## config.mk

```make
export PLATFORM = sky130hd
export DESIGN_NAME = alu
export DESIGN_NICKNAME = d
export VERILOG_FILES = /design/src/rtl/rv_isa_pkg.sv /design/src/rtl/core_pkg.sv /design/src/rtl/alu.sv
export VERILOG_INCLUDE_DIRS = /design/src /design/src/rtl
export SDC_FILE = /design/constraint.sdc
export NUM_CORES = 1
export LEC_CHECK = 0
export BUFFER_PORTS_ARGS = -buffer_cell sky130_fd_sc_hd__clkbuf_2
export CORE_ASPECT_RATIO = 1.5
export CORE_MARGIN = 1.5
export CORE_UTILIZATION = 30
export DETAILED_ROUTE_END_ITERATION = 7
export GPL_TIMING_DRIVEN = 0
export PLACE_DENSITY = 0.47
export SYNTH_ARGS = -nofsm -noshare
export SYNTH_HDL_FRONTEND = slang
export SYNTH_SLANG_ARGS = --single-unit
export TNS_END_PERCENT = 30
```

## constraint.sdc

```tcl
create_clock -name vclk -period 4.5
set_clock_uncertainty 0.1 [all_clocks]
set_input_delay 0.45 -clock vclk [all_inputs]
set_output_delay 0.45 -clock vclk [all_outputs]
set_load 0.005 [all_outputs]
```

## src/rtl/core_config.svh

```systemverilog
`ifndef CORE_CONFIG_SVH
`define CORE_CONFIG_SVH

// Datapath and address width in bits
`define CORE_XLEN 32

// Depth of the unified memory in 32-bit words
// Any power of two works, the byte address is cut to fit
`define CORE_MEM_WORDS 256

// First fetch address once reset is released
`define CORE_RESET_PC 32'h0000_0000

`endif
```

## src/rtl/rv_isa_pkg.sv

```systemverilog
package rv_isa_pkg;

    typedef logic [6:0] opcode_t;
    typedef logic [2:0] funct3_t;
    typedef logic [6:0] funct7_t;
    typedef logic [4:0] reg_idx_t;

    // Major opcodes of the supported subset
    localparam opcode_t OPC_R_TYPE = 7'b0110011;
    localparam opcode_t OPC_I_TYPE = 7'b0010011;
    localparam opcode_t OPC_LOAD   = 7'b0000011;
    localparam opcode_t OPC_STORE  = 7'b0100011;
    localparam opcode_t OPC_BRANCH = 7'b1100011;
    localparam opcode_t OPC_LUI    = 7'b0110111;
    localparam opcode_t OPC_SYSTEM = 7'b1110011;

    // ALU funct3 encodings, shared by R-type and I-type
    localparam funct3_t F3_ADD_SUB = 3'b000;
    localparam funct3_t F3_SLL     = 3'b001;
    localparam funct3_t F3_SLT     = 3'b010;
    localparam funct3_t F3_SLTU    = 3'b011;
    localparam funct3_t F3_XOR     = 3'b100;
    localparam funct3_t F3_SRL_SRA = 3'b101;
    localparam funct3_t F3_OR      = 3'b110;
    localparam funct3_t F3_AND     = 3'b111;

    localparam funct3_t F3_WORD = 3'b010;   // lw and sw width
    localparam funct3_t F3_BEQ  = 3'b000;
    localparam funct3_t F3_BNE  = 3'b001;

    localparam funct7_t F7_BASE = 7'b0000000;
    localparam funct7_t F7_ALT  = 7'b0100000;   // sub and sra

    localparam logic [31:0] INSTR_EBREAK = 32'h0010_0073;

    typedef enum logic [3:0] {
        alu_add, alu_sub, alu_sll, alu_slt, alu_sltu, alu_xor,
        alu_srl, alu_sra, alu_or, alu_and, alu_pass_b
    } alu_op_e;

endpackage

```

## src/rtl/core_pkg.sv

```systemverilog
`include "core_config.svh"

package core_pkg;

    import rv_isa_pkg::*;

    typedef logic [`CORE_XLEN-1:0] word_t;

    // Decoded control for one instruction
    typedef struct packed {
        alu_op_e  alu_op;
        logic     alu_src_imm;  // Operand B from the immediate
        logic     reg_write;
        logic     mem_write;
        logic     wb_from_mem;  // Write back the loaded word
        reg_idx_t rs1;
        reg_idx_t rs2;
        reg_idx_t rd;
    } ctrl_t;

    // What commits at the end of a run cycle
    typedef struct packed {
        word_t    pc;
        word_t    instr;
        reg_idx_t rd;         // Zero when nothing is written
        logic     reg_write;
        word_t    wdata;
    } retire_t;

    typedef enum logic [1:0] {
        st_reset,
        st_run,
        st_halt
    } core_state_e;

endpackage

```

## src/rtl/alu.sv

```systemverilog
`timescale 1ns/10ps

module alu import rv_isa_pkg::*; import core_pkg::*; (
    input  alu_op_e op,
    input  word_t   a,
    input  word_t   b,
    output word_t   result
);

    logic [4:0] shamt;
    logic       lt_signed;
    logic       lt_unsigned;

    assign shamt       = b[4:0];    // Shift amount from the low five bits
    assign lt_signed   = ($signed(a) < $signed(b));
    assign lt_unsigned = (a < b);

    always_comb begin
        case (op)
            alu_add:    result = a + b;
            alu_sub:    result = a - b;
            alu_sll:    result = a << shamt;
            alu_slt:    result = word_t'(lt_signed);
            alu_sltu:   result = word_t'(lt_unsigned);
            alu_xor:    result = a ^ b;
            alu_srl:    result = a >> shamt;
            alu_sra:    result = word_t'($signed(a) >>> shamt);  // Sign fill
            alu_or:     result = a | b;
            alu_and:    result = a & b;
            alu_pass_b: result = b;                          // lui
            default:    result = '0;
        endcase
    end

endmodule

```

; ---- After elaboration in Yosys (flattened, before gate mapping)
; Cells that the tools add are included.
[classes]
n_addsub = 2
n_lt_le_gt_ge = 2
eq_ne = 10
shifts = 3
mux = 1
bitwise = 3
reduce_logical = 1
[ops]
columns = cell, n
row1 = case mux 32 bit (11 select lines), 1
row2 = less-than comparator 32 bit, 2
row3 = adder 32 bit, 1
row4 = AND 32 bit, 1
row5 = OR 32 bit, 1
row6 = left shift 32 x 5 -> 32 bit, 1
row7 = right shift 32 x 5 -> 32 bit, 1
row8 = >>> shifter 32 x 5 -> 32 bit, 1
row9 = subtractor 32 bit, 1
row10 = bitwise XOR 32 bit, 1
row11 = equality test 4 x 3 -> 1 bit (second input constant), 4
row12 = equality test 4 bit (second input constant), 3
row13 = equality test 4 x 2 -> 1 bit (second input constant), 2
row14 = equality test 4 x 1 -> 1 bit (second input constant), 1
row15 = zero test 4 bit, 1
[totals]
reg_bits = 0
input_bits = 68
wordCells = 22

; ---- Longest topological paths before layout
[logic_depth]
word_depth = 2
mapped_depth = 15

; ---- Worst setup path after synthesis
; No wires, ideal clock.
[synth_path]
path_kind = in2out
startpoint = input b[2]
endpoint = output result[28]
arrival_time_ns = 3.805
slack_ns = 0.145
path_stages = 15
n_path_buf = 4
path_cell_list = clkbuf_1 inv_2 buf_1 buf_1 ha_1 buf_2 nor2b_1 o31a_1 o21ai_1 o41ai_2 a41oi_2 nor3_1 o211ai_1 or4b_1 nand3_1
[synth_between]
elab_chain_cells = 2
elab_cells_between_ends = 6
cone_classes = 2 x add/sub / 3 x shift / 1 x mux
[synth_rtl]
columns = item, line_no
row1 = from (decl), alu.sv:6  ; input word_t b,
row2 = subtractor 32 bit (tied with other cells), alu.sv:21  ; alu_sub: result = a - b;
row3 = case mux 32 bit (11 select lines) (*), alu.sv:19  ; case (op)
row4 = to (decl), alu.sv:7  ; output word_t result
; Mark *: on every way between the ends. The rest lies on a longest branch, timed or not.

; ---- Worst setup path after layout
[layout_path]
startpoint = input b[3]
endpoint = output result[12]
; Same word-level chain as after synthesis.

==> out/results.md <==
| Step | Quantity | Reported |
| --- | --- | --- |
| global routing | Met3 routing resource usage after global routing | 4.468% |
| floorplan | Chip width | 146.6 um |
| sta | Number of hold violations in the final report | 0 |
| status | Failing checks | design-rule violations, negative setup slack |
| layout | Area Growth Syn to Fin | 16.03% |
| global routing | Met2 track utilization from global routing | 63.54% |
| synthesis | Post-Synthesis Net Count | 1604 |
| sta | Total count of max-transition violations in the final report | 0 |
| layout | Area occupied by registers | 0 sq um |
| min path | HP Class | primary input to output pin |
| global routing | GRT Total Usage | 37.37% |
| run | Max Cap Viol | 0 |
| sta | Slew of the pin with the lowest slew margin | 1117 ps |
| placement | Post-DP Area | 10280 sq um |
| drt | Number of remaining DRC errors | 4 |
| placement | Dpl cells | 1934 |
| power | Static leakage | 4.551 nW |
| status | Status | complete, but fails checks |
| drt | Average detailed-routed wire length per instance | 31.70 um |
| worst setup path | Category of the most critical setup path | primary input to output pin |
| layout | Share of post-route cells with drive strength above 1 | 16.13% |
| placement | HPWL after DPL | 50180 um |
| global routing | Met1 track utilization from global routing | 42.91% |
| synthesis | Synthesized instance count | 1434 |
| sta | Max_slew headroom | 24.74% |
| synthesis | Synth area leaders | sky130_fd_sc_hd__ha_1 13%, sky130_fd_sc_hd__a21oi_1 7.4%, sky130_fd_sc_hd__nor2_1 7.4% |
| layout | Number of clock buffer instances in the layout | 0 |
| synthesis | Syn_area_per_cell | 6.473 sq um |
| worst setup path | Required time at the worst-slack endpoint | 3950 ps |
| floorplan | Area of the core | 30350 sq um |
| global routing | Wire length of the first global-routing pass | 87640 um |
| layout | Filler Cell Count | 3452 |
| synthesis | Cell with the most instances after synthesis | sky130_fd_sc_hd__nor2_1 |
| layout | Number of standard cells in the final layout excluding fillers | 1944 |
| synthesis | Netlist area before placement | 9283 sq um |
| power | Total Power Consumption | 1.519 mW |
| global routing | Vias in the first global route | 12510 |
| layout | Diodes inserted | 0 |
| placement | Placer Congestion | 1.081 |
| placement | Pre-CTS worst setup slack | -1433 ps |
| power | Switching power of the nets | 1.020 mW |
| power | Clk network pwr share | 0% |
| global routing | Layer with the highest usage after global routing | met2 |
| placement | Number of buffers added on ports | 100 |
| sta | Final Critical Period | 4545 ps |
| drt | Total wire length after detailed routing | 61620 um |
| synthesis | Count of different cell masters after synthesis | 74 |
| floorplan | Total die area | 32030 sq um |
| sta | Total of endpoints with negative setup slack in the final report | 1 |
| drt | Via count normalized by instance count | 6.630 |
| layout | Area of the multi-input gates | 8703 sq um |
| global routing | Final global-route overflow total | 0 |
| drt | Iter 0 DRT Violations | 1460 |
| layout | Fin area | 10770 sq um |
| sta | Accumulated negative setup slack | -44.91 ps |
| global routing | Antenna violations before repair | 0 |
| sta | Hold WS | 1356 ps |
| floorplan | Die span in y | 218.4 um |
| drt | Routed Antenna Nets | 0 |
| power | IR drop worst, VDD | 0.00005075 V |
| sta | FMAX | 220.0 MHz |
| synthesis | Yosys warning count | 0 |
| sta | Unrepaired setup endpoints after global routing | yes |
| power | Sequential cell fraction of total power | 0% |
| floorplan | Starting density of the core | 30.58% |
| synthesis | Portion of the post-synthesis area used by sequential elements | 0% |
| floorplan | Top-level I/O count | 100 |
| synthesis | Library cell occupying the most area in the post-synthesis netlist | sky130_fd_sc_hd__ha_1 |
| global routing | Maximum number of pins on one net before global-route repair | 12 |
| synthesis | Fraction of synthesized cell area taken by the top area cell type | 13.48% |
| sta | Final worst setup slack | -44.91 ps |
| synthesis | Commonest cells post-synth | 183 x sky130_fd_sc_hd__nor2_1, 141 x sky130_fd_sc_hd__nand2_1, 138 x sky130_fd_sc_hd__a21oi_1 |
| sta | Portion of the clock cycle consumed by the worst path in the final layout | 101.0% |
| layout | FFs & Latches | 0 |
| cts | Number of buffers added to fix hold violations after cts | 0 |
| power | Power density normalized to cell area | 141.0 nW/um^2 |
| worst setup path | Worst setup SP type | primary input |
| drt | Via count | 12890 |
| power | Internal power summed over all cells | 0.4993 mW |
| power | Combinational group share of total power | 100.0% |
| drt | First-pass iteration count of the detailed router | 8 |
| floorplan | Number of core rows | 78 |
| worst setup path | Arrival time at the worst endpoint | 3990 ps |
| worst setup path | Maximum net fanout on the critical path | 10 |
| layout | Final core utilization | 35.49% |
| power | Sw Share | 67.13% |
| layout | Nets | 1716 |
| worst setup path | Worst setup EP type | output pin |
==> routing by layer <==
layer,up-vias,routed length (um)
li1,5561,-
met1,6210,22220
met2,844,28750
met3,273,4826
met4,0,5822
met5,-,0
==> layout make-up <==
class	instances	area share, %
well taps	400	4.647
repair buffers	114	5.681
inverters	104	3.799
multi-input cells	1220	80.81
plain buffers	106	5.065
==> placed cells by master (no fill, tap or decap), types with 8 or more instances in the layout <==
cell type | Yosys | layout
sky130_fd_sc_hd__nor2_1 | 183 | 182
sky130_fd_sc_hd__nand2_1 | 141 | 141
sky130_fd_sc_hd__a21oi_1 | 138 | 134
sky130_fd_sc_hd__clkbuf_2 | 0 | 101
sky130_fd_sc_hd__inv_1 | 103 | 100
sky130_fd_sc_hd__o21ai_0 | 108 | 100
sky130_fd_sc_hd__ha_1 | 100 | 99
sky130_fd_sc_hd__clkbuf_1 | 73 | 64
sky130_fd_sc_hd__mux2i_1 | 55 | 53
sky130_fd_sc_hd__nor3_1 | 40 | 38
sky130_fd_sc_hd__o211ai_1 | 35 | 35
sky130_fd_sc_hd__mux4_2 | 27 | 27
sky130_fd_sc_hd__nand3_1 | 27 | 26
sky130_fd_sc_hd__buf_4 | 5 | 19
sky130_fd_sc_hd__o22ai_1 | 18 | 18
sky130_fd_sc_hd__a211oi_1 | 18 | 18
sky130_fd_sc_hd__nor2b_1 | 18 | 17
sky130_fd_sc_hd__mux2_2 | 15 | 15
sky130_fd_sc_hd__a221oi_1 | 20 | 15
sky130_fd_sc_hd__a21o_1 | 14 | 14
sky130_fd_sc_hd__o2111ai_1 | 14 | 14
sky130_fd_sc_hd__buf_2 | 21 | 13
sky130_fd_sc_hd__nor4_1 | 15 | 13
sky130_fd_sc_hd__a31oi_1 | 17 | 13
sky130_fd_sc_hd__and2_1 | 13 | 13
sky130_fd_sc_hd__xnor2_1 | 13 | 13
sky130_fd_sc_hd__a222oi_1 | 13 | 13
sky130_fd_sc_hd__nand2b_1 | 12 | 12
sky130_fd_sc_hd__a22oi_1 | 12 | 12
sky130_fd_sc_hd__o221ai_1 | 12 | 12
sky130_fd_sc_hd__or3_1 | 11 | 11
sky130_fd_sc_hd__nand4_1 | 10 | 10
sky130_fd_sc_hd__o21a_1 | 10 | 10
sky130_fd_sc_hd__o21bai_1 | 9 | 9
sky130_fd_sc_hd__o31ai_1 | 10 | 8
==> kinds of logic after synthesis <==
| logic type | Yosys count | share of synthesized area (%) |
|---|---|---|
| AO/OA/AOI/OAI | 512 | 36.73 |
| XOR/XNOR | 14 | 1.321 |
| adder cells (fa/ha/maj) | 102 | 13.91 |
| buffers and inverters | 214 | 9.300 |
| multiplexers | 98 | 14.58 |
| AND/OR/NAND/NOR | 494 | 24.15 |
==> worst paths after layout <==
path	slack (ps)	cells past startpoint	from	endpoint
worst max-delay path	-40	10	b[3]	result[12]
worst min-delay path	1360	5	b[23]	result[23]
==> worst max-delay path: stages <==
cell and delay (ps):
sky130_fd_sc_hd__clkbuf_2 110, sky130_fd_sc_hd__buf_8 160, sky130_fd_sc_hd__buf_1 400, sky130_fd_sc_hd__clkbuf_1 450
sky130_fd_sc_hd__buf_1 650, sky130_fd_sc_hd__clkbuf_1 610, sky130_fd_sc_hd__o21ai_0 310, sky130_fd_sc_hd__o211ai_1 320
sky130_fd_sc_hd__o2111ai_1 320, sky130_fd_sc_hd__clkbuf_2 200
==> power groups by stage <==
stage / Clock [mW] / Combinational [mW] / Sequential [mW]
after floorplan: 0 / 0.830 / 0
after global placement: 0 / 1.38 / 0
after detailed placement: 0 / 1.38 / 0
after CTS: 0 / 1.42 / 0
after global routing: 0 / 1.60 / 0
final: 0 / 1.52 / 0
==> timing repair <==
action / CTS / global route
resized for setup: 46 / 57
pin swaps: 8 / 10
endpoints found under the setup margin: 31 / 25
hold endpoints to repair: 0 / 0
cloned: 0 / 0
setup buffers: 7 / 7
(Power assumes the default switching activity.)
