## config.mk

```make
export PLATFORM = sky130hd
export DESIGN_NAME = core_control
export DESIGN_NICKNAME = d
export VERILOG_FILES = /design/src/rtl/rv_isa_pkg.sv /design/src/rtl/core_pkg.sv /design/src/rtl/core_control.sv
export VERILOG_INCLUDE_DIRS = /design/src /design/src/rtl
export SDC_FILE = /design/constraint.sdc
export NUM_CORES = 1
export LEC_CHECK = 0
export BUFFER_PORTS_ARGS = -buffer_cell sky130_fd_sc_hd__buf_2
export CORE_ASPECT_RATIO = 0.8
export CORE_MARGIN = 3
export CORE_UTILIZATION = 30
export DETAILED_ROUTE_END_ITERATION = 10
export GPL_TIMING_DRIVEN = 0
export PLACE_DENSITY_LB_ADDON = 0.12
export SYNTH_ARGS = -nofsm -noshare
export SYNTH_HDL_FRONTEND = slang
export SYNTH_SLANG_ARGS = --single-unit
```

## constraint.sdc

```tcl
create_clock -name CLK -period 7.2 [get_ports CLK]
set_input_delay 1.08 -clock CLK [delete_from_list [all_inputs] [get_ports CLK]]
set_output_delay 1.08 -clock CLK [all_outputs]
set_load 0.02 [all_outputs]
```

## src/rtl/core_config.svh

```systemverilog
`ifndef CORE_CONFIG_SVH
`define CORE_CONFIG_SVH

// Datapath and address width in bits
`define CORE_XLEN 32

// Depth of the unified memory in 32-bit words
// Any power of two works, the byte address is cut to fit
`define CORE_MEM_WORDS 256

// First fetch address once reset is released
`define CORE_RESET_PC 32'h0000_0000

`endif
```

## src/rtl/rv_isa_pkg.sv

```systemverilog
package rv_isa_pkg;

    typedef logic [6:0] opcode_t;
    typedef logic [2:0] funct3_t;
    typedef logic [6:0] funct7_t;
    typedef logic [4:0] reg_idx_t;

    // Major opcodes of the supported subset
    localparam opcode_t OPC_R_TYPE = 7'b0110011;
    localparam opcode_t OPC_I_TYPE = 7'b0010011;
    localparam opcode_t OPC_LOAD   = 7'b0000011;
    localparam opcode_t OPC_STORE  = 7'b0100011;
    localparam opcode_t OPC_BRANCH = 7'b1100011;
    localparam opcode_t OPC_LUI    = 7'b0110111;
    localparam opcode_t OPC_SYSTEM = 7'b1110011;

    // ALU funct3 encodings, shared by R-type and I-type
    localparam funct3_t F3_ADD_SUB = 3'b000;
    localparam funct3_t F3_SLL     = 3'b001;
    localparam funct3_t F3_SLT     = 3'b010;
    localparam funct3_t F3_SLTU    = 3'b011;
    localparam funct3_t F3_XOR     = 3'b100;
    localparam funct3_t F3_SRL_SRA = 3'b101;
    localparam funct3_t F3_OR      = 3'b110;
    localparam funct3_t F3_AND     = 3'b111;

    localparam funct3_t F3_WORD = 3'b010;   // lw and sw width
    localparam funct3_t F3_BEQ  = 3'b000;
    localparam funct3_t F3_BNE  = 3'b001;

    localparam funct7_t F7_BASE = 7'b0000000;
    localparam funct7_t F7_ALT  = 7'b0100000;   // sub and sra

    localparam logic [31:0] INSTR_EBREAK = 32'h0010_0073;

    typedef enum logic [3:0] {
        alu_add, alu_sub, alu_sll, alu_slt, alu_sltu, alu_xor,
        alu_srl, alu_sra, alu_or, alu_and, alu_pass_b
    } alu_op_e;

endpackage

```

## src/rtl/core_pkg.sv

```systemverilog
`include "core_config.svh"

package core_pkg;

    import rv_isa_pkg::*;

    typedef logic [`CORE_XLEN-1:0] word_t;

    // Decoded control for one instruction
    typedef struct packed {
        alu_op_e  alu_op;
        logic     alu_src_imm;  // Operand B from the immediate
        logic     reg_write;
        logic     mem_write;
        logic     wb_from_mem;  // Write back the loaded word
        reg_idx_t rs1;
        reg_idx_t rs2;
        reg_idx_t rd;
    } ctrl_t;

    // What commits at the end of a run cycle
    typedef struct packed {
        word_t    pc;
        word_t    instr;
        reg_idx_t rd;         // Zero when nothing is written
        logic     reg_write;
        word_t    wdata;
    } retire_t;

    typedef enum logic [1:0] {
        st_reset,
        st_run,
        st_halt
    } core_state_e;

endpackage

```

## src/rtl/core_control.sv

```systemverilog
`timescale 1ns/10ps
`include "core_config.svh"

module core_control import rv_isa_pkg::*; import core_pkg::*; (
    input  logic    CLK,
    input  logic    RST,
    input  word_t   instr,
    input  word_t   rs1_data,
    input  word_t   rs2_data,
    input  word_t   alu_result,
    input  word_t   load_data,
    output word_t   fetch_addr,
    output ctrl_t   ctrl,
    output word_t   imm,        // ALU operand B
    output word_t   wdata,
    output retire_t retire,
    output logic    retire_valid,
    output logic    halted
);

    core_state_e state;
    word_t       pc;
    word_t       next_pc;
    opcode_t     opcode;
    funct3_t     funct3;
    funct7_t     funct7;
    word_t       imm_i;
    word_t       imm_s;
    word_t       imm_b;
    word_t       imm_u;
    word_t       imm_sel;
    ctrl_t       dec;
    logic        is_branch;
    logic        is_ebreak;
    logic        branch_taken;
    logic        run;
    logic        rd_written;

    // Shared funct3 map for register and immediate ALU ops
    function automatic alu_op_e alu_decode(input funct3_t f3, input logic alt,
                                           input logic is_reg);
        case (f3)
            F3_ADD_SUB: alu_decode = (alt && is_reg) ? alu_sub : alu_add;
            F3_SLL:     alu_decode = alu_sll;
            F3_SLT:     alu_decode = alu_slt;
            F3_SLTU:    alu_decode = alu_sltu;
            F3_XOR:     alu_decode = alu_xor;
            F3_SRL_SRA: alu_decode = alt ? alu_sra : alu_srl;
            F3_OR:      alu_decode = alu_or;
            default:    alu_decode = alu_and;
        endcase
    endfunction

    assign opcode = instr[6:0];
    assign funct3 = instr[14:12];
    assign funct7 = instr[31:25];

    assign imm_i = {{20{instr[31]}}, instr[31:20]};
    assign imm_s = {{20{instr[31]}}, instr[31:25], instr[11:7]};
    assign imm_b = {{19{instr[31]}}, instr[31], instr[7], instr[30:25], instr[11:8], 1'b0};
    assign imm_u = {instr[31:12], 12'b0};

    always_comb begin
        dec        = '0;
        dec.alu_op = alu_add;
        dec.rs1    = instr[19:15];
        dec.rs2    = instr[24:20];
        dec.rd     = instr[11:7];
        imm_sel    = imm_i;
        is_branch  = 1'b0;
        is_ebreak  = 1'b0;
        case (opcode)
            OPC_R_TYPE: begin
                if (funct7 == F7_BASE || funct7 == F7_ALT) begin
                    dec.alu_op    = alu_decode(funct3, funct7 == F7_ALT, 1'b1);
                    dec.reg_write = 1'b1;
                end
            end
            OPC_I_TYPE: begin
                dec.alu_op      = alu_decode(funct3, funct7 == F7_ALT, 1'b0);
                dec.alu_src_imm = 1'b1;
                dec.reg_write   = 1'b1;
            end
            OPC_LOAD: begin
                dec.alu_src_imm = 1'b1;             // Address is rs1 + imm
                dec.reg_write   = (funct3 == F3_WORD);
                dec.wb_from_mem = 1'b1;
            end
            OPC_STORE: begin
                dec.alu_src_imm = 1'b1;
                dec.mem_write   = (funct3 == F3_WORD);
                imm_sel         = imm_s;
            end
            OPC_BRANCH: begin
                dec.alu_op = alu_sub;
                is_branch  = 1'b1;
            end
            OPC_LUI: begin
                dec.alu_op      = alu_pass_b;
                dec.alu_src_imm = 1'b1;
                dec.reg_write   = 1'b1;
                imm_sel         = imm_u;
            end
            OPC_SYSTEM: is_ebreak = (instr == INSTR_EBREAK);
            default: ;                              // Retires as a no-op
        endcase
    end

    always_comb begin
        case (funct3)
            F3_BEQ:  branch_taken = (rs1_data == rs2_data);
            F3_BNE:  branch_taken = (rs1_data != rs2_data);
            default: branch_taken = 1'b0;
        endcase
    end

    always_comb begin
        if (is_ebreak) begin
            next_pc = pc;                           // Freeze on halt
        end else if (is_branch && branch_taken) begin
            next_pc = pc + imm_b;
        end else begin
            next_pc = pc + word_t'(4);
        end
    end

    always_ff @(posedge CLK) begin
        if (RST) begin
            state <= st_reset;
            pc    <= `CORE_RESET_PC;
        end else begin
            case (state)
                st_reset: state <= st_run;
                st_run: begin
                    pc <= next_pc;
                    if (is_ebreak) begin
                        state <= st_halt;
                    end
                end
                default: state <= st_halt;
            endcase
        end
    end

    assign run          = (state == st_run);
    assign retire_valid = run;
    assign halted       = (state == st_halt);
    assign fetch_addr   = pc;

    // Writes only commit while running
    always_comb begin
        ctrl           = dec;
        ctrl.reg_write = dec.reg_write && run;
        ctrl.mem_write = dec.mem_write && run;
    end

    assign imm   = dec.alu_src_imm ? imm_sel : rs2_data;
    assign wdata = dec.wb_from_mem ? load_data : alu_result;

    assign rd_written = dec.reg_write && (dec.rd != '0);

    always_comb begin
        retire.pc        = pc;
        retire.instr     = instr;
        retire.reg_write = rd_written;
        retire.rd        = rd_written ? dec.rd : '0;
        retire.wdata     = rd_written ? wdata : '0;
    end

endmodule

```

* Word-level counts from Yosys, hierarchy flattened
Cells that the tools add are included.
** Word-level totals
- Register bits after elaboration :: 34
- Input port bits :: 162
- Word-level logic and storage cells :: 59
- Output and inout port bits :: 223
** Cells by class
- Reduce and logical (&&, ||, !) cells :: 12
- Muxes and demuxes :: 22
- Equality and inequality tests :: 20
- Add/sub/neg operators :: 2
- Bitwise logic cells :: 1
** Operator list (number)
- 2-to-1 mux 32 bit :: 4
- one-hot mux 31 bit (2 select lines) :: 1
- one-hot mux 4 bit (7 select lines) :: 2
- adder 32 x 3 -> 32 bit, second input constant :: 1
- adder 32 bit :: 1
- == test 32 x 21 -> 1 bit, second input constant :: 1
- == test 32 bit :: 1
- != test 32 bit :: 1
- == test 7 x 6 -> 1 bit, second input constant :: 4
- one-hot mux 4 bit (4 select lines) :: 1
- == test 7 bit, second input constant :: 2
- == test 3 bit, second input constant :: 3
- 2-to-1 mux 1 bit :: 8
- == test 7 x 2 -> 1 bit, second input constant :: 1
- == test 7 x 5 -> 1 bit, second input constant :: 1
- zero test 7 bit :: 1
- == test 3 x 2 -> 1 bit, second input constant :: 2
- 2-to-1 mux 5 bit :: 1
- nonzero test 5 bit :: 1
- logical AND 1 bit :: 4
- 2-to-1 mux 4 bit :: 1
- one-hot mux 2 bit (2 select lines) :: 1
- OR reduction 4 bit :: 1
- == test 3 x 1 -> 1 bit, second input constant :: 1
- other kinds (12) :: 12

* Longest topological paths before layout
- Depth after elaboration :: 6
- Gate-level depth with buffers :: 11
- Mapped depth without buffers :: 11

* Least setup slack after synthesis
OpenSTA, ideal clock, no wires.
- Path kind :: input -> output
- From :: input instr[3]
- To :: output retire[22] in the netlist's numbering
- Buffers on the path :: 2
- Stages :: 7
- Slack :: 3.307 ns
- Arrival time :: 2.813 ns
- Cell sequence :: and3b_1 nand2b_1 clkbuf_1 nor4_4 buf_2 mux2_2 and3_1
** RTL lines
- from (decl) :: line core_control.sv:7 : input word_t instr,
- to (decl) :: line core_control.sv:16 : output retire_t retire,

==> impl_table.tex <==
\begin{tabular}{lr}
\hline
Metric & Value \\
\hline
\multicolumn{2}{l}{\textbf{Floorplan}} \\
Starting Density & 31.0\% \\
Horiz. Die Dim & 164 um \\
Number of rows in the core area & 45 \\
Die Area & 21600 um2 \\
Top-level I/O count & 385 \\
Area of the placeable core & 19300 um2 \\
Overall die height & 132 um \\
\multicolumn{2}{l}{\textbf{Global route}} \\
Antenna violations before repair & 0 \\
Combined global-route utilization of all metal layers & 25.6\% \\
Wire length of the first global-routing pass & 43.3 mm \\
Aggregate global routing overflow & 0 \\
Number of global-route vias before repair & 7338 \\
Maximum number of pins on one net before global-route repair & 25 \\
\multicolumn{2}{l}{\textbf{Critical path}} \\
Largest fanout of any net on the critical path & 10 \\
CP endpoint kind & output pin \\
Nature of the critical path startpoint & input port \\
Worst path arrival time & 3.57 ns \\
Data required time at the worst endpoint & 6.12 ns \\
CP Class & input port to output pin \\
Length in cells of the worst reg-to-reg path & 11 \\
\multicolumn{2}{l}{\textbf{Placement}} \\
HPWL reported at the end of detailed placement & 24.6 mm \\
Worst setup slack before clock tree synthesis & 2.51 ns \\
Count of buffers inserted at the top-level ports & 380 \\
Placer's final routability congestion estimate & 0.884 \\
Placed Instances & 1483 \\
\multicolumn{2}{l}{\textbf{Final layout}} \\
Finished Core Util & 43.3\% \\
Number of fillers in the final layout & 2090 \\
Most common cell after layout, fill and taps aside & sky130\_fd\_sc\_hd\_\_buf\_2 \\
Antenna fix cells & 0 \\
Layout cells sized above 1 & 43.6\% \\
Commonest cells after routing, fill and taps aside & 392 x sky130\_fd\_sc\_hd\_\_buf\_2, 83 x sky130\_fd\_sc\_hd\_\_buf\_4, 82 x sky130\_fd\_sc\_hd\_\_a21oi\_1, 71 x sky130\_fd\_sc\_hd\_\_nand2\_1, 56 x sky130\_fd\_sc\_hd\_\_o21ai\_0 \\
\# nets final & 1426 \\
Final cell count without fillers & 1491 \\
Synth-to-layout area growth & 39.8\% \\
\multicolumn{2}{l}{\textbf{Yosys}} \\
Number of instances in the synthesized netlist & 844 \\
Sequential cell area fraction in the yosys report & 11.1\% \\
Count of state elements after synthesis & 33 \\
Area of the mapped netlist & 5960 um2 \\
Synth async-reset ratio & 0\% \\
Post-synthesis area per instance & 7.06 um2 \\
Library cells used by synthesis & 70 \\
Number of synthesis warnings & 0 \\
Flip-flop cell with the highest count after synthesis & sky130\_fd\_sc\_hd\_\_dfxtp\_1 \\
Number of enable flip-flop cells after synthesis & 0 \\
\multicolumn{2}{l}{\textbf{STA}} \\
Worst setup skew after layout & 0.00603 ns \\
Crit path time final & 4.65 ns \\
FMAX & 215 MHz \\
Unrepaired setup endpoints after global routing & no \\
Count of final hold-check violations & 0 \\
Final count of pins violating max slew & 0 \\
Total Negative Setup Slacks & 0 ns \\
Worst Setup Slack, final & 2.55 ns \\
Setup-failing EPs final & 0 \\
Tightest Pin Transition & 0.716 ns \\
Final period util & 64.7\% \\
Relative slew slack & 52.2\% \\
\multicolumn{2}{l}{\textbf{Clock network}} \\
Clock sinks & 33 \\
TritonCTS clock tree & built \\
Clock transition at the registers of the reported paths & 0.06 ns \\
Postcts setup bufs & 0 \\
Bufs on Longest Clock Path & 2 \\
Number of buffers inserted by hold repair at cts & 0 \\
Num CTS Buffers & 5 \\
Number of resized instances in the post-cts repair step & 0 \\
H-tree levels & 2 \\
Root buf cell & sky130\_fd\_sc\_hd\_\_clkbuf\_16 \\
Clock insertion delay at the later pin of the skew report & 0.29 ns \\
\multicolumn{2}{l}{\textbf{Detailed routing}} \\
Antenna-violating nets left & 0 \\
Vias per Instance & 5.17 \\
Count of routing violations after the opening detailed-route iteration & 614 \\
Sum of routed wire length over all layers & 29.7 mm \\
Iteration count of the initial detailed-routing pass & 5 \\
Average wire per standard cell & 19.9 um \\
Total DRC errors in the routed layout & 0 \\
Vias post-DR & 7703 \\
\multicolumn{2}{l}{\textbf{Hold path}} \\
Type of the most critical hold path & flop to flop \\
Number of instances on the worst hold path & 2 \\
\multicolumn{2}{l}{\textbf{Job}} \\
Number of max-cap violations & 0 \\
\multicolumn{2}{l}{\textbf{Pwr}} \\
Power Dens Cells & 86.3 nW/um2 \\
Power after layout & 719 uW \\
Peak ir drop on the vdd network & 0.0713 mV \\
Leakage power total & 0.00450 uW \\
\multicolumn{2}{l}{\textbf{Status}} \\
Run status & complete, no violations \\
\hline
\end{tabular}
## area by class of cell
cell class                 count  area [um2]  area share, %
multi-input combinational    668        4440           53.3
timing repair buffer         380        1900           22.8
buffer                       127         803           9.64
sequential                    33         661           7.93
tap                          258         323           3.87
clock buffer                   5         125           1.50
inverter                      17        63.8          0.766
clock inverter                 3        17.5          0.210
## state kept, by name, indices dropped and copies added (netlist names)
signal / cells
fetch_addr: 31
state: 2
## Yosys cell counts, drive strengths merged, types with 2 or more instances
cell     count  area, um2
a21o        20        150
nor4b        3       26.3
a22o         6       52.6
ha          31        388
nand2b       6       37.5
a222oi       5       50.1
or2          2       12.5
nand4       11       68.8
and2        13       81.3
inv         17       63.8
dfxtp       33        661
a2111oi      3       38.8
or3          5       31.3
a31oi        6       37.5
o21ai       66        342
xnor2       14        123
o211ai       5       37.5
nor4        16        136
mux2i        3       33.8
buf         95        683
and3b        4       35.0
nor2b       10       70.1
o2111ai      2       17.5
nand2       71        267
nor2        52        200
xor2        41        359
clkbuf      32        120
o31a         2       17.5
o31ai        2       15.0
a211oi      14        110
a41oi        5       43.8
o21bai       3       22.5
mux2        37        417
nor3        21        110
or4          2       18.8
nand3       28        140
o41ai        2       17.5
nor3b        5       37.5
and3        53        332
a21oi       83        419
a221oi       2       17.5
## worst max-delay path, cell delays in order
cell,delay (ns)
sky130_fd_sc_hd__buf_2,0.10
sky130_fd_sc_hd__and3b_1,0.25
sky130_fd_sc_hd__nand2b_1,0.06
sky130_fd_sc_hd__clkbuf_1,0.19
sky130_fd_sc_hd__nor4_4,0.43
sky130_fd_sc_hd__nand2_1,0.17
sky130_fd_sc_hd__nand3_1,0.13
sky130_fd_sc_hd__clkbuf_1,0.37
sky130_fd_sc_hd__clkbuf_1,0.38
sky130_fd_sc_hd__and3_1,0.23
sky130_fd_sc_hd__buf_2,0.17
## metrics by stage
| stage | instance area (um2) | hold slack [ns] |
|---|---|---|
| 2_1_floorplan | 5970 | 0.460 |
| 3_3_place_gp | 8190 | 0.497 |
| 3_5_place_dp | 8190 | 0.503 |
| 4_1_cts | 8330 | 0.518 |
| 5_1_grt | 8330 | 0.543 |
| 6_report | 8330 | 0.518 |
## logic make-up (layout without fill, tap and decap cells)
logic type,count (synthesis),in the layout,share of synthesized area [%]
simple gates,304,304,27.2
compound gates,235,235,24.7
buf+inv,144,532,14.5
xor+xnor,55,55,8.08
mux,40,40,7.56
flops,33,33,11.1
fa+ha+maj,32,32,6.84
other cells,1,2,0.0629
## final timing paths
check / start / to / slack [ns]
setup / recovery: instr[3] / retire[10] / 2.55
hold / removal: fetch_addr[1] / fetch_addr[1] / 0.52
setup reg to reg: fetch_addr[1] / fetch_addr[29] / 4.04
hold reg to reg: fetch_addr[1] / fetch_addr[1] / 0.52
## power by group
group	total (uW)	internal, uW	switching, uW
registers	187	184	2.97
clock network	218	127	91.1
logic	314	125	189
total	719	436	283
## routing by layer
| metal | wire, um | share of wire [%] | GRT usage (%) |
|---|---|---|---|
| met4 | 293 | 0.99 | 3.71 |
| met5 | 0 | 0 | 0 |
| met2 | 14300 | 48 | 44.3 |
| met1 | 12700 | 43 | 33.6 |
| met3 | 2460 | 8.3 | 5.15 |
(Power assumes the default switching activity.)
